## config.mk

```make
export PLATFORM = sky130hd
export DESIGN_NAME = hit_fifo
export DESIGN_NICKNAME = d
export VERILOG_FILES = /design/src/blast_pkg.sv /design/src/hit_fifo.sv
export SDC_FILE = /design/constraint.sdc
export NUM_CORES = 2
export LEC_CHECK = 0
export BUFFER_PORTS_ARGS = -buffer_cell sky130_fd_sc_hd__buf_2
export CORE_ASPECT_RATIO = 1.25
export CORE_MARGIN = 4
export CORE_UTILIZATION = 44
export DETAILED_ROUTE_END_ITERATION = 16
export GPL_TIMING_DRIVEN = 0
export PLACE_DENSITY_LB_ADDON = 0.25
export SETUP_SLACK_MARGIN = 0.1
export SLEW_MARGIN = 5
export SYNTH_ARGS = -nofsm -noshare
export SYNTH_HDL_FRONTEND = slang
export SYNTH_SLANG_ARGS = --single-unit
```

## constraint.sdc

```tcl
create_clock -name clk -period 4.7 [get_ports clk]
set_input_delay 0.235 -clock clk [delete_from_list [all_inputs] [get_ports clk]]
set_output_delay 0.235 -clock clk [all_outputs]
set_load 0.05 [all_outputs]
```

## src/blast_pkg.sv

```systemverilog
`default_nettype none

package blast_pkg;

   localparam int word_bits   = 64;
   localparam int addr_bits   = 14;
   localparam int char_bits   = 3;
   localparam int field_bits  = 8;
   localparam int query_words = 6;
   localparam int query_chars = 128;
   localparam int block_words = 3;
   localparam int block_chars = 64;
   localparam int seed_len    = 4;
   localparam int fifo_depth  = 64;

   // memory map
   localparam logic [addr_bits-1:0] query_base   = 14'd0;
   localparam logic [addr_bits-1:0] subject_base = 14'd12;
   localparam logic [addr_bits-1:0] hit_base     = 14'd4096;

   localparam logic [7:0] cmd_load_query   = 8'hAA;
   localparam logic [7:0] cmd_scan_subject = 8'hBB;

   // sequencer states
   localparam logic [2:0] st_idle   = 3'd0;
   localparam logic [2:0] st_load   = 3'd1;
   localparam logic [2:0] st_header = 3'd2;
   localparam logic [2:0] st_block  = 3'd3;
   localparam logic [2:0] st_stream = 3'd4;
   localparam logic [2:0] st_hits   = 3'd5;
   localparam logic [2:0] st_hdr    = 3'd6;

   typedef struct packed {
      logic [field_bits-1:0] q_pos;
      logic [field_bits-1:0] s_pos;
      logic [field_bits-1:0] block;
      logic [field_bits-1:0] count;
   } hit_rec_t;

   // one memory word, read as subject header or written as hit record
   typedef union packed {
      logic [word_bits-1:0] raw;
      struct packed {
         logic [31:0] subject_id;
         logic [31:0] length;
      } header;
      struct packed {
         hit_rec_t    rec;
         logic [31:0] pad;
      } hit;
   } mem_word_u;

endpackage

`default_nettype wire

```

## src/hit_fifo.sv

```systemverilog
`default_nettype none

module hit_fifo import blast_pkg::*; (
   input  wire           clk,
   input  wire           reset,
   input  wire           push,
   input  wire hit_rec_t din,
   input  wire           pop,
   output hit_rec_t      dout,
   output logic          empty
);

   hit_rec_t                      mem [fifo_depth];
   logic [$clog2(fifo_depth)-1:0] wr_ptr;
   logic [$clog2(fifo_depth)-1:0] rd_ptr;

   // head entry always sits on dout
   assign dout  = mem[rd_ptr];
   assign empty = wr_ptr == rd_ptr;

   always_ff @(posedge clk) begin
      if (push) begin
         mem[wr_ptr] <= din;
      end
   end

   always_ff @(posedge clk) begin
      if (reset) begin
         wr_ptr <= '0;
         rd_ptr <= '0;
      end else begin
         if (push) begin
            wr_ptr <= wr_ptr + 1'b1;
         end
         if (pop && !empty) begin
            rd_ptr <= rd_ptr + 1'b1;
         end
      end
   end

endmodule

`default_nettype wire

```

==> impl_metrics.csv <==
group,metric,value,unit
pwr,p_int,31.0,mW
critical_path,path_class,"reg -> out",
critical_path,worst-r2r-cell-count,6,
synth,yosys.area_share.simple,1.80,%
critical_path,cp-end-kind,"output pin",
critical_path,cp.required,4470,ps
floorplan,dieArea,185000,µm²
detailed_routing,postRouteAntennaNets,0,
pwr,clkPwrFrac,37.6,%
detailed_routing,viasPerCell,6.18,
grt,grt_overflow_total,0,
pwr,p_total,41.2,mW
timing,worst_pin_slew,1340,ps
floorplan,pin_count,69,
critical_path,worstPathArrival,4400,ps
timing,slew_viol_final,0,
place,globalplace.congestion,0.973,
grt,grt_use_total,25.0,%
grt,grt_max_degree,65,
timing,min_period_over_period,98.6,%
synth,yosys_most_used_dff,"edfxtp_1",
detailed_routing,firstDrtPassIters,7,
timing,fmaxAchievable,0.216,GHz
timing,setup_violations,0,
critical_path,critical-path-slowest-cell,"nor3b_2",
floorplan,die-height,480,µm
pwr,netSwitchingFraction,24.6,%
critical_path,start_kind,"flip-flop",
pwr,p_comb_share,13.0,%
timing,finalHoldViolCount,24,
detailed_routing,drcViolationCount,0,
clock_tree,post_cts_buffers,0,
timing,setup_slack,65.7,ps
critical_path,r2r_slack,1360,ps
synth,synth_most_common_cell,"edfxtp_1",
floorplan,rows,173,
critical_path,path_max_fanout,10,
place,io_buffers,67,
clock_tree,clkLatencyLatePin,860,ps
synth,synth_cell_types,58,
grt,antenna_found_initial,21,
place,dp_slack,-6.35,ps
synth,synth.area.top_cells,"edfxtp_1, mux4_2, o22ai_1",
outcome,outcome,"finished, violations left",
critical_path,path_depth,9,
timing,max_slew_margin,10.8,%
clock_tree,cts_htree_levels,4,
synth,syn_area,78600,µm²
detailed_routing,routed_wirelength,231000,µm
critical_path,cp_top_family,"buffers and inverters",
critical_path,crit_chain,"buf_2 > buf_4 > buf_2 > buf_4 > buf_4 > mux4_2 > nor2_1 > nor3b_2 > buf_2",
pwr,power_frac_seq,49.4,%
clock_tree,cts_made_buffers,200,
final_layout,area_growth,16.3,%
synth,ys_seq_elements,2066,
hold_path,min_path_type,"in -> reg",
critical_path,crit_buf_inv,6,
timing,worst_hold_slack,-10.4,ps
clock_tree,cts_tree,"done",
synth,ys_seq_area_share,78.7,%
timing,fin_skew,32.0,ps
pwr,ir_drop,0.468,mV
synth,synth_compound_area_share,2.59,%
final_layout,fin_nets,3868,
place,dp_hpwl,152000,µm
final_layout,stdcell_area,91400,µm²
detailed_routing,routedWlPerCell,36.3,µm
synth,yosys_warnings,0,
grt,grt_pass1_wl,318000,µm
detailed_routing,routed-via-count,39309,
job,timing.max_cap.violations,0,
synth,syn_nets,3458,
detailed_routing,drt_iter0_markers,5215,
synth,async_flop_share,0,%
outcome,violations,"negative hold slack",
pwr,p_per_area,450,nW/µm²
clock_tree,clk_path_buf_depth,3,
clock_tree,clkTransAtPathRegs,60,ps
synth,synth_top_family_by_area,"multiplexers",
synth,synth_area_per_cell,23.0,µm²
final_layout,drive_gt1_share,30.9,%
clock_tree,numClockSinks,2066,
grt,grt_pass1_vias,39256,
timing,rsz0062_at_grt,"no",
floorplan,coreArea,178000,µm²
floorplan,start_util,44.2,%
place,dpl_cell_area,84500,µm²
synth,synthCells,3420,
critical_path,cpPeakStageDelay,600,ps
timing,fin_crit,4630,ps
pwr,p_leak,27.6,nW
synth,synthAdderAreaFrac,0.0318,%
synth,synth_xor_area_share,0.145,%
synth,synth_top_area_share,78.3,%
floorplan,die_w,386,µm
synth,synth_top_area_cell,"edfxtp_1",
synth,synth_edf_count,2048,
hold_path,whs_path_depth,1,
pwr,p_sw,10.1,mW
synth,synthTopCellsByCount,"edfxtp_1, mux4_2, o22ai_1",
clock_tree,clockRootBuffer,"clkbuf_16",
synth,synth_mux_area_share,15.3,%
-- sequential cells by signal (all words and copies together), names as in the netlist, named ones only --
name and count:
mem 2048, rd_ptr 6, wr_ptr 6
-- per-stage QoR --
| stage | std cells | hold WS [ps] | util, % | setup TNS, ps |
|---|---|---|---|---|
| 4_1_cts | 6351 | 7.87 | 51.4 | 0 |
| 6_report | 6361 | -10.4 | 51.4 | 0 |
| 3_3_place_gp | 5849 | 535 | 46.1 | -821710 |
| 3_5_place_dp | 5974 | 543 | 47.6 | -6.35 |
| 5_1_grt | 6355 | 4.09 | 51.4 | 0 |
| 2_1_floorplan | 3420 | 334 | - | 0 |
-- layer usage --
metal	GRT usage (%)	wire, µm	up-vias
met5	0	51	-
met4	11.7	12600	8
met3	5.59	20100	500
met2	40.9	114000	2107
met1	32.0	84100	21146
li1	-	-	15548
-- cells by family after synthesis --
kind of cell | Yosys count
compound gates | 298
xor+xnor | 13
fa+ha+maj | 2
buf+inv | 196
flops | 2066
mux | 565
simple gates | 280
-- worst register-to-register path: stages, from the launching register on --
cell and delay, ps:
dfxtp_1 330, clkbuf_1 320, nand4_1 530, or2_2 570, nor3b_2 680, buf_4 350
buf_4 260
-- final timing paths --
kind,to,startpoint
min,mem[62][23]$_DFFE_PP_,din[23]
min reg2reg,rd_ptr[5]$_SDFFE_PP0P_,rd_ptr[5]$_SDFFE_PP0P_
max reg2reg,mem[23][8]$_DFFE_PP_,wr_ptr[0]$_SDFFE_PP0P_
max,dout[29],flip-flop
-- power by group through the flow --
stage | combinational, mW | sequential [mW] | clock, mW
6_report | 5.37 | 20.3 | 15.5
5_1_grt | 5.57 | 20.3 | 16.4
4_1_cts | 5.36 | 20.3 | 15.6
3_5_place_dp | 5.28 | 20.7 | 0
3_3_place_gp | 5.13 | 20.7 | 0
2_1_floorplan | 3.27 | 20.7 | 0
-- cell usage in the layout, fill, tap and decap left out, types with 13 or more instances in the layout --
| cell type | Yosys | layout |
|---|---|---|
| buf_12 | 0 | 44 |
| nor3_2 | 0 | 17 |
| a22oi_1 | 13 | 13 |
| nand2b_1 | 13 | 13 |
| buf_16 | 0 | 26 |
| mux2i_1 | 44 | 43 |
| mux2_2 | 15 | 15 |
| mux4_2 | 504 | 504 |
| o21ai_0 | 13 | 13 |
| buf_2 | 32 | 74 |
| nand3_1 | 17 | 17 |
| clkbuf_1 | 88 | 93 |
| nor2b_1 | 29 | 27 |
| nor4_2 | 0 | 15 |
| o221ai_1 | 25 | 25 |
| nand2_1 | 35 | 34 |
| clkbuf_16 | 0 | 200 |
| buf_6 | 26 | 45 |
| nor2_1 | 90 | 37 |
| buf_4 | 39 | 98 |
| a21oi_1 | 43 | 41 |
| dfxtp_1 | 18 | 18 |
| nor2_4 | 0 | 53 |
| clkinv_1 | 0 | 65 |
| clkbuf_2 | 0 | 36 |
| clkinv_2 | 0 | 26 |
| a211oi_1 | 22 | 22 |
| o22ai_1 | 126 | 124 |
| o22a_1 | 26 | 26 |
| edfxtp_1 | 2048 | 2048 |
| dlygate4sd3_1 | 0 | 17 |
-- final cells by class --
type,count,area (µm²)
inverter,2,7.51
clock inverter,120,1070
timing repair buffer,209,2660
sequential,2066,61900
clock buffer,245,5170
antenna,6,15.0
multi-input combinational,1158,16500
buffer,193,1220
tap,2362,2960
fill,13754,86300
-- timing repair --
| item | CTS | global route |
|---|---|---|
| endpoints found under the setup margin | 32 | 19 |
| hold buffers | 12 | 5 |
| pin swaps | 0 | 2 |
| resized for setup | 90 | 29 |
| endpoints found under the hold margin | 212 | 44 |
Power figures use the tool's default switching activity.
