<file path="src/blast_pkg.sv">
`default_nettype none

package blast_pkg;

   localparam int word_bits   = 64;
   localparam int addr_bits   = 14;
   localparam int char_bits   = 3;
   localparam int field_bits  = 8;
   localparam int query_words = 6;
   localparam int query_chars = 128;
   localparam int block_words = 3;
   localparam int block_chars = 64;
   localparam int seed_len    = 4;
   localparam int fifo_depth  = 64;

   // memory map
   localparam logic [addr_bits-1:0] query_base   = 14'd0;
   localparam logic [addr_bits-1:0] subject_base = 14'd12;
   localparam logic [addr_bits-1:0] hit_base     = 14'd4096;

   localparam logic [7:0] cmd_load_query   = 8'hAA;
   localparam logic [7:0] cmd_scan_subject = 8'hBB;

   // sequencer states
   localparam logic [2:0] st_idle   = 3'd0;
   localparam logic [2:0] st_load   = 3'd1;
   localparam logic [2:0] st_header = 3'd2;
   localparam logic [2:0] st_block  = 3'd3;
   localparam logic [2:0] st_stream = 3'd4;
   localparam logic [2:0] st_hits   = 3'd5;
   localparam logic [2:0] st_hdr    = 3'd6;

   typedef struct packed {
      logic [field_bits-1:0] q_pos;
      logic [field_bits-1:0] s_pos;
      logic [field_bits-1:0] block;
      logic [field_bits-1:0] count;
   } hit_rec_t;

   // one memory word, read as subject header or written as hit record
   typedef union packed {
      logic [word_bits-1:0] raw;
      struct packed {
         logic [31:0] subject_id;
         logic [31:0] length;
      } header;
      struct packed {
         hit_rec_t    rec;
         logic [31:0] pad;
      } hit;
   } mem_word_u;

endpackage

`default_nettype wire

</file>
<file path="src/char_serializer.sv">
`default_nettype none

module char_serializer import blast_pkg::*; #(
   parameter int num_words = 3
) (
   input  wire                  clk,
   input  wire                  reset,
   input  wire  [word_bits-1:0] word,
   input  wire                  word_valid,
   input  wire                  start,
   output logic [char_bits-1:0] char_out,
   output logic                 char_valid,
   output logic                 busy
);

   logic [num_words*word_bits-1:0] shreg;
   logic [7:0]                     remaining;

   assign busy = char_valid;

   // new words enter at the top, so word 0 ends up lowest
   always_ff @(posedge clk) begin
      if (word_valid) begin
         shreg <= {word, shreg[num_words*word_bits-1:word_bits]};
      end else if (start || remaining != '0) begin
         char_out <= shreg[char_bits-1:0];
         shreg    <= shreg >> char_bits;
      end
   end

   always_ff @(posedge clk) begin
      if (reset) begin
         remaining  <= '0;
         char_valid <= 1'b0;
      end else if (start) begin
         remaining  <= 8'(num_words * word_bits / char_bits - 1);
         char_valid <= 1'b1;
      end else if (remaining != '0) begin
         remaining  <= remaining - 1'b1;
         char_valid <= 1'b1;
      end else begin
         char_valid <= 1'b0;
      end
   end

endmodule

`default_nettype wire

</file>
<file path="config.mk">
export PLATFORM = sky130hd
export DESIGN_NAME = char_serializer
export DESIGN_NICKNAME = d
export VERILOG_FILES = /design/src/blast_pkg.sv /design/src/char_serializer.sv
export SDC_FILE = /design/constraint.sdc
export NUM_CORES = 1
export LEC_CHECK = 0
export ABC_CLOCK_PERIOD_IN_PS = 23000
export BUFFER_PORTS_ARGS = -buffer_cell sky130_fd_sc_hd__buf_4
export CORE_MARGIN = 5
export CORE_UTILIZATION = 60
export CTS_CLUSTER_SIZE = 30
export DETAILED_ROUTE_END_ITERATION = 16
export HOLD_SLACK_MARGIN = 0.12
export PLACE_DENSITY = 0.8
export SLEW_MARGIN = 10
export SYNTH_ARGS = -nofsm -noshare
export SYNTH_HDL_FRONTEND = slang
export SYNTH_SLANG_ARGS = --single-unit
</file>
<file path="constraint.sdc">
create_clock -name clk -period 23 [get_ports clk]
set_input_delay 6.9 -clock clk [delete_from_list [all_inputs] [get_ports clk]]
set_output_delay 6.9 -clock clk [all_outputs]
set_load 0.02 [all_outputs]
</file>
==> tab_implementation.tex <==
\begin{tabular}{lr}
\hline
Metric & Value \\
\hline
\multicolumn{2}{l}{\textbf{Run status}} \\
\quad Run status & finished, final reports clean \\
\multicolumn{2}{l}{\textbf{Route}} \\
\quad Count of vias placed by the detailed router & 4152 \\
\quad Count of antenna-violating nets left after detailed routing & 0 \\
\quad Final WL & 13.40 mm \\
\quad First DRT Iteration DRCs & a little under 300 \\
\quad Count of TritonRoute iterations in the first routing pass & 4 \\
\quad DRC & 0 \\
\quad Detail-routed net length per standard cell & 18.29 µm \\
\quad Ratio of routed vias to standard cells & 5.664 \\
\multicolumn{2}{l}{\textbf{Worst setup path}} \\
\quad CP max stage delay & slightly below 1000 ps \\
\quad Buffers and inverters on the worst path & 3 \\
\quad Kind of start point of the critical path & input port \\
\quad Cell family with the largest share of critical-path delay & buffers and inverters \\
\quad Ordered list of cells on the worst path & buf\_6 > nand2b\_4 > buf\_4 > buf\_4 \\
\quad Highest fanout seen on the critical path & between 90 and 100 \\
\quad WP data arrival & 9520 ps \\
\quad Master of the slowest instance on the critical path & sky130\_fd\_sc\_hd\_\_buf\_4 \\
\quad Setup CP Type & in -> reg \\
\quad Cell type with the highest occurrence count on the critical path & sky130\_fd\_sc\_hd\_\_buf\_4 \\
\quad Endpoint class of the critical path & register \\
\quad CP Data Required Time & 23100 ps \\
\multicolumn{2}{l}{\textbf{Synthesis}} \\
\quad Register bit count reported by yosys & $\sim$200 \\
\quad Cells taking the most area after synthesis & sky130\_fd\_sc\_hd\_\_edfxtp\_1 (68\%), sky130\_fd\_sc\_hd\_\_mux2\_2 (25\%), sky130\_fd\_sc\_hd\_\_dfxtp\_1 (2.1\%) \\
\quad Ys Warns & 0 \\
\quad Cell count after synthesis & around 470 \\
\quad Post-synth ARST share & 0\% \\
\quad Netlist Area Pre-Place & approximately 8600 µm² \\
\quad Biggest area consumer among synthesized cells & sky130\_fd\_sc\_hd\_\_edfxtp\_1 \\
\quad Post-Synthesis Net Count & about 540 \\
\quad Number of enable-type register cells in the synthesized netlist & $\sim$200 \\
\quad Mean cell area of the mapped netlist & approximately 18 µm² \\
\quad Share of the synthesized area in the top cell type & around 70\% \\
\quad Top cell types by occurrence after synthesis & sky130\_fd\_sc\_hd\_\_edfxtp\_1 (195), sky130\_fd\_sc\_hd\_\_mux2\_2 (189), sky130\_fd\_sc\_hd\_\_clkbuf\_1 (14), sky130\_fd\_sc\_hd\_\_buf\_2 (9), sky130\_fd\_sc\_hd\_\_dfxtp\_1 (9) \\
\quad Most instantiated flip-flop cell in the synthesis netlist & sky130\_fd\_sc\_hd\_\_edfxtp\_1 \\
\quad Count leader, synth & sky130\_fd\_sc\_hd\_\_edfxtp\_1 \\
\quad Count of different cell masters after synthesis & 32 \\
\quad Sequential element share of the synthesized area & a little over two thirds \\
\multicolumn{2}{l}{\textbf{GRT}} \\
\quad Initial antenna violation count & 1 \\
\quad Aggregate global-route resource usage & about 16\% \\
\quad Total congestion overflow & 0 \\
\quad First-pass GRT wire length & 21.53 mm \\
\quad Pin count of the biggest net entering global routing & 94 \\
\quad Vias in the first global route & roughly 4300 \\
\multicolumn{2}{l}{\textbf{Power}} \\
\quad Largest voltage drop on the vdd net & a little over 0.07 mV \\
\quad Power density over the cells & roughly 92 nW/µm² \\
\quad Leakage power summed over all cells & between 3 and 4 nW \\
\multicolumn{2}{l}{\textbf{STA}} \\
\quad Final setup TNS & 0 ps \\
\quad Minimum clock period after layout & roughly 9400 ps \\
\quad Unrepaired setup endpoints after global routing & false \\
\quad Period Utilization, post-route & approximately two fifths \\
\quad Final Hold Fails & 0 \\
\quad Setup violations, final & 0 \\
\quad Max\_slew headroom & 24.91\% \\
\quad Fmax & between 100 and 150 MHz \\
\quad Max Slew Vio Count & 0 \\
\quad Worst Tran Pin Value & around 1100 ps \\
\quad Worst clock skew on the final layout & 10.87 ps \\
\multicolumn{2}{l}{\textbf{Die}} \\
\quad Die height & roughly 130 µm \\
\quad Number of standard-cell rows in the floorplan & 43 \\
\quad Core area & around 14000 µm² \\
\quad Horizontal die dimension & 129.5 µm \\
\quad Starting Density & between 60\% and 70\% \\
\quad Total die area & 16780 µm² \\
\quad Number of primary I/O pins & 73 \\
\multicolumn{2}{l}{\textbf{CTS}} \\
\quad Buffer depth of the longest clock path & 3 \\
\quad Number of sinks on the clock net & roughly 200 \\
\quad Number of hold buffers added after CTS & 0 \\
\quad Number of CTS-inserted buffers & 21 \\
\quad Post-CTS resize count & 0 \\
\quad Root Buffer Master & sky130\_fd\_sc\_hd\_\_clkbuf\_16 \\
\quad Post-CTS setup buffers & 0 \\
\quad TritonCTS clock tree & built \\
\quad Clock transition at the registers of the reported paths & roughly 60 ps \\
\quad H-Tree Level Count & 1 \\
\quad Clock latency on the worst-skew pair & 480 ps \\
\multicolumn{2}{l}{\textbf{Place}} \\
\quad DP HPWL & 8.489 mm \\
\quad \# placed instances & $\sim$700 \\
\quad Global placement routability congestion & about 0.73 \\
\quad Number of I/O port buffers & approximately 70 \\
\multicolumn{2}{l}{\textbf{Cells and area}} \\
\quad Final Non-Filler Cells & 733 \\
\quad Antenna Diode Count & 0 \\
\quad Ratio of cells with drive above 1 in the final layout & $\sim$54\% \\
\quad Post-synthesis to final-layout area growth & 15.37\% \\
\quad Fillcell total & between 800 and 900 \\
\quad Net total in the final layout & between 600 and 700 \\
\quad Final Util & between 70\% and 80\% \\
\multicolumn{2}{l}{\textbf{Hold path}} \\
\quad Type of the most critical hold path & reg -> reg \\
\multicolumn{2}{l}{\textbf{Run}} \\
\quad Number of max-cap violations & 0 \\
\hline
\end{tabular}
-- per-layer routing --
layer	up-vias	GRT usage, %	wire length (µm)
met5	-	0	13
met4	2	3.606	197
met1	2068	21.84	5858
li1	1971	-	-
met3	22	3.669	711
met2	89	26.77	6622
-- logic make-up after synthesis --
kind of cell             after synthesis  synth area share, %
buffers and inverters                 32                1.576
adder cells (fa/ha/maj)                2               0.2918
flip-flops                           204                70.40
AND/OR/NAND/NOR                       22                1.576
multiplexers                         189                24.82
AO/OA/AOI/OAI                         17                1.328
-- state kept, by name (all words and copies together) (netlist names) --
signal,flops
char_out,3
shreg,192
busy,1
remaining,8
-- power by group --
part | internal (mW) | switching, mW | total, mW
Combinational | 0.0560 | 0.0303 | 0.0864
Clock | 0.181 | 0.131 | 0.312
Sequential | 0.484 | 0.0268 | 0.511
Total | 0.721 | 0.188 | 0.910
-- metrics by stage --
| stage | setup WS, ps | hold slack (ps) | instance area (µm²) | power [mW] |
|---|---|---|---|---|
| 4_1_cts | 13560 | 433.3 | 9891 | 0.9203 |
| 5_1_grt | 13410 | 448.3 | 9891 | 0.9488 |
| 3_5_place_dp | 13050 | 419.3 | 9264 | 0.6062 |
| 6_report | 13580 | 428.4 | 9891 | 0.9097 |
| 2_1_floorplan | 10140 | 400.3 | 8573 | 0.5731 |
| 3_3_place_gp | 13130 | 414.3 | 9264 | 0.5985 |
-- cell usage in the layout (no fill, tap or decap), types with 3 or more instances in the layout --
cell type                   synthesis  final
sky130_fd_sc_hd__edfxtp_1         195    195
sky130_fd_sc_hd__mux2_2           189    189
sky130_fd_sc_hd__buf_4              1     75
sky130_fd_sc_hd__clkbuf_16          0     21
sky130_fd_sc_hd__dfxtp_1            9      9
sky130_fd_sc_hd__clkbuf_1          14      9
sky130_fd_sc_hd__a21oi_1            6      6
sky130_fd_sc_hd__inv_1              5      5
sky130_fd_sc_hd__nor2_1             5      5
sky130_fd_sc_hd__and2_1             3      3
sky130_fd_sc_hd__clkinv_1           0      3
-- worst paths after layout --
kind	cells after the start	endpoint	slack [ps]	start
setup / recovery	4	shreg[41]	13580	word_valid
hold / removal	0	char_out[2]	430	shreg[2]
setup reg to reg	7	shreg[41]	19220	remaining[0]
hold reg to reg	0	char_out[2]	430	shreg[2]
-- layout make-up --
cell class | instances | area (µm²) | area share (%)
flip-flops and latches | 204 | 6036 | 61.02
multi-input cells | 230 | 2410 | 24.36
repair buffers | 76 | 574.3 | 5.806
clock buffers | 30 | 559.3 | 5.655
well taps | 180 | 225.2 | 2.277
clock inverters | 8 | 67.56 | 0.6831
inverters | 5 | 18.77 | 0.1898
-- worst reg2reg max path: cells and delay by family, from the launching register on --
family	cells	cell delay (ps)
buf+inv	3	1900
fa+ha+maj	1	230
simple gates	3	810
flops	1	390
Note: power is estimated with default switching activity, not from simulation.
