`config.mk`:
```
export PLATFORM = sky130hd
export DESIGN_NAME = blast_sequencer
export DESIGN_NICKNAME = d
export VERILOG_FILES = /design/src/blast_pkg.sv /design/src/blast_sequencer.sv
export SDC_FILE = /design/constraint.sdc
export NUM_CORES = 1
export LEC_CHECK = 0
export ABC_AREA = 1
export BUFFER_PORTS_ARGS = -buffer_cell sky130_fd_sc_hd__buf_2
export CAP_MARGIN = 20
export CORE_AREA = 2 2 160 162
export DETAILED_ROUTE_END_ITERATION = 12
export DIE_AREA = 0 0 162 164
export PLACE_DENSITY = 0.84
export SLEW_MARGIN = 20
export SYNTH_ARGS = -nofsm -noshare
export SYNTH_HDL_FRONTEND = slang
export SYNTH_SLANG_ARGS = --single-unit
```
`constraint.sdc`:
```
create_clock -name clk -period 5.5 [get_ports clk]
set_input_delay 1.1 -clock clk [delete_from_list [all_inputs] [get_ports clk]]
set_output_delay 1.1 -clock clk [all_outputs]
set_load 0.1 [all_outputs]
```
`src/blast_pkg.sv`:
```
`default_nettype none

package blast_pkg;

   localparam int word_bits   = 64;
   localparam int addr_bits   = 14;
   localparam int char_bits   = 3;
   localparam int field_bits  = 8;
   localparam int query_words = 6;
   localparam int query_chars = 128;
   localparam int block_words = 3;
   localparam int block_chars = 64;
   localparam int seed_len    = 4;
   localparam int fifo_depth  = 64;

   // memory map
   localparam logic [addr_bits-1:0] query_base   = 14'd0;
   localparam logic [addr_bits-1:0] subject_base = 14'd12;
   localparam logic [addr_bits-1:0] hit_base     = 14'd4096;

   localparam logic [7:0] cmd_load_query   = 8'hAA;
   localparam logic [7:0] cmd_scan_subject = 8'hBB;

   // sequencer states
   localparam logic [2:0] st_idle   = 3'd0;
   localparam logic [2:0] st_load   = 3'd1;
   localparam logic [2:0] st_header = 3'd2;
   localparam logic [2:0] st_block  = 3'd3;
   localparam logic [2:0] st_stream = 3'd4;
   localparam logic [2:0] st_hits   = 3'd5;
   localparam logic [2:0] st_hdr    = 3'd6;

   typedef struct packed {
      logic [field_bits-1:0] q_pos;
      logic [field_bits-1:0] s_pos;
      logic [field_bits-1:0] block;
      logic [field_bits-1:0] count;
   } hit_rec_t;

   // one memory word, read as subject header or written as hit record
   typedef union packed {
      logic [word_bits-1:0] raw;
      struct packed {
         logic [31:0] subject_id;
         logic [31:0] length;
      } header;
      struct packed {
         hit_rec_t    rec;
         logic [31:0] pad;
      } hit;
   } mem_word_u;

endpackage

`default_nettype wire

```
`src/blast_sequencer.sv`:
```
`default_nettype none

module blast_sequencer import blast_pkg::*; (
   input  wire                   clk,
   input  wire                   reset,
   input  wire                   app_ready,
   input  wire  [7:0]            app_code,
   input  wire  [word_bits-1:0]  dat_r,
   input  wire                   ack,
   input  wire                   q_busy,
   input  wire                   s_busy,
   input  wire                   scan_idle,
   input  wire                   fifo_empty,
   input  wire hit_rec_t         fifo_data,
   output logic                  busy,
   output logic                  cyc,
   output logic                  stb,
   output logic                  we,
   output logic [addr_bits-1:0]  adr,
   output logic [word_bits-1:0]  dat_w,
   output logic                  q_word_valid,
   output logic                  q_start,
   output logic                  s_word_valid,
   output logic                  s_start,
   output logic [word_bits-1:0]  s_word,
   output logic [field_bits-1:0] block,
   output logic                  fifo_pop
);

   logic [2:0]           state;
   logic                 req;
   logic                 xfer;
   logic [2:0]           word_cnt;
   logic [addr_bits-1:0] rd_adr;
   logic [addr_bits-1:0] hit_adr;
   logic [31:0]          hit_bytes;
   logic [31:0]          char_cnt;
   logic                 launched;
   logic [31:0]          subject_id;
   logic [31:0]          length;
   logic                 issue_rd;
   logic                 issue_hit;
   logic                 issue_hdr;
   mem_word_u            rd_word;
   mem_word_u            hit_word;
   mem_word_u            hdr_word;

   assign cyc  = req;
   assign stb  = req;
   assign xfer = req & ack;

   // a new request only starts after stb has been low for a cycle
   assign issue_rd  = !req && ((state == st_load && !q_busy && !q_start) ||
                               state == st_header || state == st_block);
   assign issue_hit = !req && state == st_hits && !fifo_empty;
   assign issue_hdr = !req && state == st_hdr;
   assign fifo_pop  = issue_hit;

   assign q_word_valid = xfer && state == st_load;

   // wait for the query stream and the last block word before starting
   assign s_start = state == st_stream && !launched && !q_busy && !q_start &&
                    !s_word_valid;

   assign rd_word = dat_r;

   always_comb begin
      hit_word.hit.rec = fifo_data;
      hit_word.hit.pad = '0;
   end

   always_comb begin
      hdr_word.header.subject_id = subject_id;
      hdr_word.header.length     = hit_bytes;
   end

   always_ff @(posedge clk) begin
      if (reset) begin
         state        <= st_idle;
         req          <= 1'b0;
         we           <= 1'b0;
         busy         <= 1'b0;
         word_cnt     <= '0;
         rd_adr       <= '0;
         hit_adr      <= '0;
         hit_bytes    <= '0;
         char_cnt     <= '0;
         block        <= '0;
         launched     <= 1'b0;
         s_word_valid <= 1'b0;
         q_start      <= 1'b0;
      end else begin
         s_word_valid <= 1'b0;
         q_start      <= 1'b0;
         if (xfer) begin
            req <= 1'b0;
         end else if (issue_rd || issue_hit || issue_hdr) begin
            req <= 1'b1;
            we  <= !issue_rd;
         end
         case (state)
            st_idle: begin
               if (app_ready && app_code == cmd_load_query) begin
                  state    <= st_load;
                  busy     <= 1'b1;
                  rd_adr   <= query_base;
                  word_cnt <= '0;
               end else if (app_ready && app_code == cmd_scan_subject) begin
                  state     <= st_header;
                  busy      <= 1'b1;
                  rd_adr    <= subject_base;
                  hit_adr   <= hit_base + 1'b1;
                  hit_bytes <= '0;
                  char_cnt  <= '0;
                  block     <= '0;
               end
            end
            st_load: begin
               if (xfer) begin
                  rd_adr   <= rd_adr + 1'b1;
                  word_cnt <= word_cnt + 1'b1;
                  if (word_cnt == 3'(query_words - 1)) begin
                     q_start <= 1'b1;
                     busy    <= 1'b0;
                     state   <= st_idle;
                  end
               end
            end
            st_header: begin
               if (xfer) begin
                  rd_adr   <= rd_adr + 1'b1;
                  word_cnt <= '0;
                  state    <= st_block;
               end
            end
            st_block: begin
               if (xfer) begin
                  rd_adr       <= rd_adr + 1'b1;
                  s_word_valid <= 1'b1;
                  word_cnt     <= word_cnt + 1'b1;
                  if (word_cnt == 3'(block_words - 1)) begin
                     char_cnt <= char_cnt + 32'(block_chars);
                     launched <= 1'b0;
                     state    <= st_stream;
                  end
               end
            end
            st_stream: begin
               if (s_start) begin
                  launched <= 1'b1;
               end else if (launched && !s_busy && scan_idle) begin
                  state <= st_hits;
               end
            end
            st_hits: begin
               if (issue_hit) begin
                  hit_adr   <= hit_adr + 1'b1;
                  hit_bytes <= hit_bytes + 32'(word_bits / 8);
               end else if (!req && fifo_empty) begin
                  if (char_cnt >= length) begin
                     state <= st_hdr;
                  end else begin
                     block    <= block + 1'b1;
                     word_cnt <= '0;
                     state    <= st_block;
                  end
               end
            end
            st_hdr: begin
               if (xfer) begin
                  busy  <= 1'b0;
                  state <= st_idle;
               end
            end
            default: begin
               state <= st_idle;
            end
         endcase
      end
   end

   // bus payload and subject header fields
   always_ff @(posedge clk) begin
      if (issue_rd) begin
         adr <= rd_adr;
      end else if (issue_hit) begin
         adr   <= hit_adr;
         dat_w <= hit_word.raw;
      end else if (issue_hdr) begin
         adr   <= hit_base;
         dat_w <= hdr_word.raw;
      end
      if (xfer && state == st_header) begin
         subject_id <= rd_word.header.subject_id;
         length     <= rd_word.header.length;
      end
      if (xfer && state == st_block) begin
         s_word <= dat_r;
      end
   end

endmodule

`default_nettype wire

```
==> results_dict.tcl, run 1 <==
set metrics [dict create \
    status "finished, final reports clean" \
    cts_tree "done" \
    hold_viol 0 \
    synth_top_area_share_pct 45.4 \
    fmax_ghz 0.281 \
    synth.area.top_cells "edfxtp_1 45%, dfxtp_1 15%, nand2_1 10%, inv_1 4.6%, nor2_1 4.3%" \
    via_per_inst 5.33 \
    synthXorXnorAreaFrac_pct 1.76 \
    antenna_cells 0 \
    postCtsHoldBufs 0 \
    power_w 0.00549 \
    hold_ws_ps 461 \
    cts_buffer_depth 3 \
    clock_latency_ps 550 \
    leakagePower_nw 6.53 \
    cpMaxStageDelayCell "buf_2" \
    initial_core_util_pct 54.1 \
    syn2layout_area_growth_pct 20.6 \
    fin_util_pct 65.3 \
    start_kind "flop" \
    cts_setup_buffers 0 \
    track_usage_pct 25.1 \
    avgSynthCellArea_sq_um 9.38 \
    cts-resized-gates 0 \
    ys_ff_latch 306 \
    place_hpwl_um 23900 \
    layout.nets 1846 \
    crit_chain "nand3_4 -> nor3_4 -> buf_4 -> buf_2" \
    coreArea_sq_um 24800 \
    route.vias.total 10900 \
    maxSlewHeadroom_pct 44.0 \
    power_density_nw_per_um2 339 \
    synth_mux_area_share_pct 0 \
    place_area_sq_um 15100 \
    fin_setup_tns_ps 0 \
    synth_edf_count 203 \
    dr.pass1.iters 6 \
    cts_root_buf "clkbuf_16" \
    synth-compound-area-share_pct 6.32 \
    cts_sinks 306 \
    ys_types 42 \
    cp.arrival_ps 2460 \
    cp.required_ps 4400 \
    die-area_sq_um 26600 \
    fp-row-count 58 \
    grt_pass1_wl_um 53800 \
    finalCriticalPeriod_ps 3560 \
    crit_path_end_kind "output pin" \
    ys.flop_type "edfxtp_1" \
    cp_slowest_stage_delay_ps 500 \
    synthAdderAreaFrac_pct 3.17 \
    worst_pin_slew_ps 839 \
    drcViolationCount 0 \
    grt_max_degree 55 \
    drtIter0Drc 842 \
    rsz0062_at_grt "false" \
    die_width_um 162 \
    cap_violations 0 \
    critPathMaxFanout 37 \
    fin_crit_sh_pct 64.7 \
    hp-class "flop to flop" \
    ys_warn_count 0 \
    routabilityCongestion 0.918 \
    wl_per_cell_um 16.2 \
    antenna_found_initial 2 \
    synth-seq-area-share_pct 60.8 \
    setup_viol_count_final 0 \
    criticalPathCategory "flop to output pin" \
    fin_skew_ps 10.8 \
    postLayoutCellArea_sq_um 16200 \
    synth_area_sq_um 13400 \
    numCtsBuffers 31 \
    portBuffers 267 \
    synth_most_common_cell "nand2_1" \
    synth_simple_gate_area_share_pct 21.8 \
    async_reset_ff_share_pct 0 \
    wl_um 33300 \
    grt_pass1_vias 10900 \
    drive_gt1_share_pct 19.7 \
    ant_nets 0 \
    clk_pin_slew_ps 60 \
    synth_common_cells "371 x nand2_1, 203 x edfxtp_1, 165 x inv_1, 155 x nor2_1, 103 x dfxtp_1" \
    htree_levels 1 \
    yosys.area.top_type "edfxtp_1" \
    die_h_um 164 \
    pin_count 271 \
    overflow 0 \
    ir_drop_v 0.000346 \
    netlist_instances 1432 \
    drv_slew 0 \
    synth_top_family_by_area "simple AND/OR/NAND/NOR gates" \
]
per-stage QoR:
stage / setup slack [ps] / instances
floorplan: 794 / 1434
global placement: 2040 / 1997
CTS: 1920 / 2054
global route: 1790 / 2054
detailed placement: 1980 / 1997
finish: 1940 / 2054
worst max-delay path: cells and delay by family (launching register included):
family	cells	cell delay (ps)
buffers and inverters	2	870
AND/OR/NAND/NOR	2	520
flip-flops	1	490
report_power, final:
group,internal (W),total (W),switching [W]
clock,0.00145,0.00233,0.000878
sequential,0.00251,0.00255,0.0000428
combinational,0.000110,0.000608,0.000498
state kept, by name, summed over array words and instances (netlist names):
name and count:
s_word_valid 1, subject_id 32, rd_adr 14, s_word 64, busy 1, cyc 1, launched 1, dat_w 61
hit_adr 14, hit_bytes 29, char_cnt 26, block 8, length 32, adr 14, state 3, we 1
q_start 1, word_cnt 3
final timing paths:
check	end	cells after the start	from	slack, ps
max	fifo_pop	4	state[2]	1940
min	busy	2	busy	460
max reg2reg	hit_adr[11]	10	state[2]	2340
min reg2reg	busy	2	busy	460
cells in the final DEF, fill, tap and decap left out, types with 4 or more instances in the layout:
master / netlist / routed
inv_1: 165 / 164
o22ai_1: 7 / 7
edfxtp_1: 203 / 203
clkbuf_16: 0 / 31
ha_1: 34 / 34
bufinv_16: 0 / 9
buf_2: 6 / 267
dfxtp_1: 103 / 103
xnor2_1: 4 / 4
nor3_1: 56 / 56
o21a_1: 6 / 6
a21oi_1: 93 / 93
o21ai_1: 4 / 4
o21ai_0: 29 / 29
clkbuf_1: 24 / 4
clkinv_2: 0 / 5
nor4_1: 5 / 5
clkinv_1: 2 / 5
buf_4: 7 / 7
nand4_1: 39 / 39
a21o_1: 4 / 4
nand3_1: 56 / 56
inv_2: 4 / 5
nand2_1: 371 / 371
xor2_1: 23 / 23
nor2_1: 155 / 153
cells by family after synthesis:
family                   after synthesis
AND/OR/NAND/NOR                      696
flip-flops                           306
buffers and inverters                212
AO/OA/AOI/OAI                        156
adder cells (fa/ha/maj)               34
XOR/XNOR                              27
other                                  1
area by class of cell:
class / instances / area (sq um)
clock inverters: 22 / 343
multi-input cells: 916 / 4460
flip-flops and latches: 306 / 8160
well taps: 330 / 413
clock buffers: 35 / 791
fillers: 1963 / 8620
inverters: 171 / 642
repair buffers: 274 / 1390
routing by layer:
metal  up-vias  GRT usage (%)  wire, um  part of all wire [%]
met2       480           43.2     16300                    49
met3        87           5.51      2770                   8.3
met5         -              0        11                 0.033
met1      5065           31.7     13300                    40
met4         2           8.21       971                   2.9
li1       5308              -         -                     -
(Power assumes the default switching activity.)
==> run 2: changes to the inputs <==
--- a/config.mk
+++ b/config.mk
@@ -8,10 +8,10 @@
 export ABC_AREA = 1
 export BUFFER_PORTS_ARGS = -buffer_cell sky130_fd_sc_hd__buf_2
 export CAP_MARGIN = 20
-export CORE_AREA = 2 2 160 162
+export CORE_AREA = 2 2 167 169
 export DETAILED_ROUTE_END_ITERATION = 12
-export DIE_AREA = 0 0 162 164
-export PLACE_DENSITY = 0.84
+export DIE_AREA = 0 0 169 171
+export PLACE_DENSITY = 0.81
 export SLEW_MARGIN = 20
 export SYNTH_ARGS = -nofsm -noshare
 export SYNTH_HDL_FRONTEND = slang
==> constraint.sdc (replaced) <==
create_clock -name clk -period 2.9 [get_ports clk]
set_input_delay 0.58 -clock clk [delete_from_list [all_inputs] [get_ports clk]]
set_output_delay 0.58 -clock clk [all_outputs]
set_load 0.1 [all_outputs]
==> run 2 against run 1 <==
  * Clock power rose by 86%
  * Critical endpoint unchanged
  * Flip-flop and latch count unchanged
  * Via count decreased by 0.31%
  * Core utilization shrank 5.3 points
==> results_dict.tcl, run 2 (synthesis results as in run 1) <==
set metrics [dict create \
    status "finished, final reports clean" \
    reg2reg_to "block[2]" \
    worstRegToRegCells 6 \
    finalCriticalPeriod_ps 2710 \
    grt_pass1_wl_um 53400 \
    criticalPathCategory "flop to output pin" \
    drcViolationCount 0 \
    cpMaxStageDelayCell "dfxtp_1" \
    place_hpwl_um 24000 \
    reg.largest.list "s_word (64), dat_w (61)" \
    crit_path_end_kind "output pin" \
    drv_slew 0 \
    swShare_pct 26.1 \
    coreArea_sq_um 27300 \
    holdPathEnd "subject_id[30]" \
    die_width_um 169 \
    die_h_um 171 \
    place_area_sq_um 15300 \
    dr.pass1.iters 5 \
    setup_viol_count_final 0 \
    critPathMaxFanout 18 \
    min_from "dat_r[62]" \
    fin_setup_tns_ps 0 \
    r2r-start "state[2]" \
    cp.arrival_ps 2130 \
    critPathTopFamily "simple AND/OR/NAND/NOR gates" \
    antenna_found_initial 0 \
    htree_levels 1 \
    hp-class "primary input to flop" \
    routabilityCongestion 0.909 \
    maxSlewHeadroom_pct 60.8 \
    layout_commonest_cell "nand2_1" \
    wl_um 33600 \
    grt_max_degree 70 \
    postLayoutCellArea_sq_um 16400 \
    fmax_ghz 0.369 \
    grt_pass1_vias 10600 \
    fin_ws_ps 192 \
    place_ws_ps 376 \
    route.vias.total 10900 \
    clock_latency_ps 560 \
    largest_reg_flops 64 \
    cts_root_buf "clkbuf_16" \
    initial_core_util_pct 49.1 \
    drive_gt1_share_pct 20.3 \
    reg2reg_slack_ps 510 \
    ant_nets 0 \
    pin_count 271 \
    cap_violations 0 \
    top_register "s_word" \
    power_density_nw_per_um2 632 \
    ir_drop_v 0.000482 \
    leakagePower_nw 6.59 \
    pwr-share-seq_pct 46.7 \
    hold_viol 0 \
    cts_buffer_depth 3 \
    rsz0062_at_grt "false" \
    crit_buf_inv 1 \
    start_kind "flop" \
    cp.required_ps 2320 \
    numCtsBuffers 31 \
    overflow 0 \
    wl_per_cell_um 16.1 \
    drtIter0Drc 855 \
    worstHoldPathCells 1 \
    cts_tree "done" \
    track_usage_pct 22.8 \
    cp_slowest_stage_delay_ps 500 \
    portBuffers 267 \
    fin_skew_ps 9.82 \
    stdcell_count 2083 \
    fp-row-count 61 \
    p_sw_w 0.00271 \
    cp-startpoint "state[2]" \
    syn2layout_area_growth_pct 22.0 \
    via_per_inst 5.24 \
    cts_sinks 306 \
    crit_chain "nand3_4 -> nor3_4 -> clkbuf_4" \
    p_clk_share_pct 41.9 \
    place_inst 2024 \
    worst_pin_slew_ps 588 \
    fin_crit_sh_pct 93.4 \
    comb_power_share_pct 11.3 \
    p_int_w 0.00765 \
    postCtsHoldBufs 0 \
    final_cell_mix "371 x nand2_1, 266 x buf_2, 203 x edfxtp_1, 164 x inv_1, 152 x nor2_1" \
    die-area_sq_um 28900 \
    layout.nets 1857 \
    clk_pin_slew_ps 60 \
    fin_util_pct 59.9 \
]
==> run 2: cell count changes in the layout (fill, tap and decap cells not counted), moves of 3 or more <==
| cell | change |
|---|---|
| buf_12 | +7 |
| buf_4 | +4 |
| clkbuf_1 | -3 |
| clkinv_1 | +4 |
==> run 2: worst max path at each step <==
stage,to,depth (start not counted)
finish,fifo_pop,3
global route,s_start,5
CTS,fifo_pop,3
detailed placement,rd_adr[7],11
global placement,rd_adr[7],11
floorplan,dat_w[10],3
==> run 2: repair_timing <==
item / in CTS / in global routing
buffers inserted: 0 / 0
gates resized for setup: 0 / 1
hold endpoints to repair: 0 / 0
endpoints found under the setup margin: 0 / 1
==> run 2: worst reg2reg max path: cells and delay by family (launching register included) <==
kind / cells / cell delay [ps]
simple gates: 4 / 1200
compound gates: 1 / 150
buf+inv: 1 / 470
flops: 1 / 500
==> run 2: layout make-up <==
| type | count | area (sq um) |
|---|---|---|
| inverter | 171 | 642 |
| tap | 346 | 433 |
| multi-input combinational | 916 | 4460 |
| sequential | 306 | 8160 |
| clock buffer | 32 | 779 |
| clock inverter | 26 | 337 |
| antenna | 1 | 2.50 |
| timing repair buffer | 285 | 1560 |
| fill | 2300 | 10900 |
==> run 2: power by group through the flow <==
stage	combinational (W)	sequential, W	clock, W
global placement	0.00116	0.00493	0
CTS	0.00117	0.00484	0.00441
detailed placement	0.00116	0.00493	0
finish	0.00117	0.00484	0.00434
global route	0.00126	0.00485	0.00456
floorplan	0.000457	0.00533	0
==> run 2: per-stage QoR <==
stage | power [W] | hold WS (ps)
final | 0.0104 | 208
after global routing | 0.0107 | 175
after CTS | 0.0104 | 183
after detailed placement | 0.00610 | 473
after global placement | 0.00609 | 451
after floorplan | 0.00579 | 444
==> run 2: routing by layer <==
metal,part of all wire (%),global-route usage [%],up-vias
met5,0,0,-
met4,2.1,6.47,0
met3,7.8,4.49,58
met2,48,39.3,453
met1,42,29.5,5064
li1,-,-,5333
==> run 3: changes to the inputs <==
--- a/config.mk
+++ b/config.mk
@@ -8,10 +8,12 @@
 export ABC_AREA = 1
 export BUFFER_PORTS_ARGS = -buffer_cell sky130_fd_sc_hd__buf_2
 export CAP_MARGIN = 20
-export CORE_AREA = 2 2 167 169
+export CELL_PAD_IN_SITES_DETAIL_PLACEMENT = 1
+export CELL_PAD_IN_SITES_GLOBAL_PLACEMENT = 2
+export CORE_AREA = 2 2 215 217
 export DETAILED_ROUTE_END_ITERATION = 12
-export DIE_AREA = 0 0 169 171
-export PLACE_DENSITY = 0.81
+export DIE_AREA = 0 0 217 219
+export PLACE_DENSITY = 0.8
 export SLEW_MARGIN = 20
 export SYNTH_ARGS = -nofsm -noshare
 export SYNTH_HDL_FRONTEND = slang
==> run 3 against run 2 <==
  * Core utilization decreased by 22 points
  * Combinational power about the same
  * Clock power increased by 6.9%
  * Design area increased by 3.5%
  * Power increased by 3.1%
  * Largest cell class unchanged
  * Setup slack improved by 41 ps
  * First-iteration DRC count decreased by 44%
  * Wire length increased by 22%
  * Sequential power about the same
  * Register-to-register slack about the same
==> results_dict.tcl, run 3 (synthesis results as in run 1) <==
set metrics [dict create \
    status "finished, final reports clean" \
    largest_reg_flops 64 \
    ant_nets 0 \
    worst_pin_slew_ps 670 \
    die_width_um 217 \
    cpMaxStageDelayCell "buf_2" \
    hold_ws_ps 230 \
    route.vias.total 11000 \
    rsz0062_at_grt "false" \
    htree_levels 2 \
    start_kind "flop" \
    portBuffers 267 \
    leakagePower_nw 6.75 \
    cts_tree "done" \
    die_h_um 219 \
    antenna_found_initial 5 \
    top_register "s_word" \
    cap_violations 0 \
    fmax_ghz 0.375 \
    layout.nets 1884 \
    stdcell_count 2366 \
    place_inst 2299 \
    coreArea_sq_um 45100 \
    drv_slew 0 \
    grt_pass1_wl_um 64100 \
    fp-row-count 78 \
    cp.arrival_ps 2090 \
    cts_root_buf "clkbuf_16" \
    cp.required_ps 2320 \
    track_usage_pct 17.2 \
    cts_buffer_depth 3 \
    grt_pass1_vias 11500 \
    fin_crit_sh_pct 92.0 \
    fin_skew_ps 24.6 \
    crit_path_end_kind "output pin" \
    finalCriticalPeriod_ps 2670 \
    overflow 0 \
    layout_commonest_cell "nand2_1" \
    multi_input_area_sq_um 4460 \
    clk_pin_slew_ps 60 \
    wl_um 40900 \
    pin_count 271 \
    reg.largest.list "s_word (64), dat_w (61)" \
    hold_viol 0 \
    drive_gt1_share_pct 21.5 \
    initial_core_util_pct 29.8 \
    ff_latch_area_sq_um 8160 \
    wl_per_cell_um 17.3 \
    clock_latency_ps 550 \
    syn2layout_area_growth_pct 26.3 \
    power_w 0.0107 \
    crit_chain "nand3_4 -> nor3_4 -> buf_2" \
    fin_setup_tns_ps 0 \
    drcViolationCount 0 \
    n_fill_cell 5304 \
    place_hpwl_um 30900 \
    routabilityCongestion 0.838 \
    cp_slowest_stage_delay_ps 540 \
    power_density_nw_per_um2 630 \
    hp-class "primary input to flop" \
    via_per_inst 4.63 \
    grt_max_degree 69 \
    die-area_sq_um 47500 \
    critPathMaxFanout 7 \
    dr.pass1.iters 5 \
    drtIter0Drc 479 \
    numCtsBuffers 37 \
    setup_viol_count_final 0 \
    ir_drop_v 0.000524 \
    final_cell_mix "371 x nand2_1, 266 x buf_2, 203 x edfxtp_1, 164 x inv_1, 152 x nor2_1" \
    cts_sinks 306 \
    criticalPathCategory "flop to output pin" \
    maxSlewHeadroom_pct 55.2 \
]
==> run 3: cell count changes in the layout (fill, tap and decap cells not counted), moves of 2 or more <==
cell,delta
buf_4,+20
bufinv_16,-5
clkbuf_1,+8
clkbuf_16,+8
clkinv_1,-6
inv_6,+2
==> run 3: repair_timing <==
item | in CTS | in global routing
hold buffers | 0 | 0
endpoints found under the hold margin | 0 | 0
endpoints found under the setup margin | 0 | 1
resized for setup | 0 | 1
buffers inserted | 0 | 0
==> run 3: power breakdown <==
part / internal (W) / leakage, nW / switching [W] / total, W
Sequential: 0.00476 / 2.67 / 0.0000782 / 0.00484
Combinational: 0.000228 / 3.50 / 0.000970 / 0.00120
Clock: 0.00277 / 0.588 / 0.00188 / 0.00464
==> run 3: path summary, 6_finish.rpt <==
path / from / endpoint / slack (ps) / cells past startpoint
min reg2reg: busy / busy / 470 / 2
max reg2reg: state[0] / char_cnt[27] / 510 / 11
min: dat_r[6] / s_word[6] / 230 / 1
max: state[2] / fifo_pop / 230 / 3
==> run 3: cell type report <==
cell class / count / area share [%]
tap: 600 / 4.43
sequential: 306 / 48.1
antenna: 1 / 0.0148
multi-input combinational: 916 / 26.3
clock inverter: 17 / 1.06
timing repair buffer: 306 / 10.2
inverter: 171 / 3.79
clock buffer: 49 / 6.04
==> run 3: critical path: cells and delay by family, from the launching register on <==
family | cells | cell delay (ps)
and+or+nand+nor | 2 | 490
DFF | 1 | 510
buffers and inverters | 1 | 540
==> run 3: stage by stage <==
stage	setup WS (ps)	instance area [sq um]	utilization, %
CTS	165	16900	37.6
global route	90.3	17000	37.6
detailed placement	292	15700	34.9
finish	233	17000	37.6
floorplan	292	13500	-
global placement	386	15700	34.9
==> run 3: metal layers <==
| metal | part of all wire [%] | track usage, % | vias to the layer above |
|---|---|---|---|
| met5 | 0.13 | 0 | - |
| li1 | - | - | 5399 |
| met4 | 2.1 | 4.45 | 8 |
| met3 | 6.9 | 5.60 | 61 |
| met1 | 45 | 22.1 | 5245 |
| met2 | 45 | 27.8 | 248 |
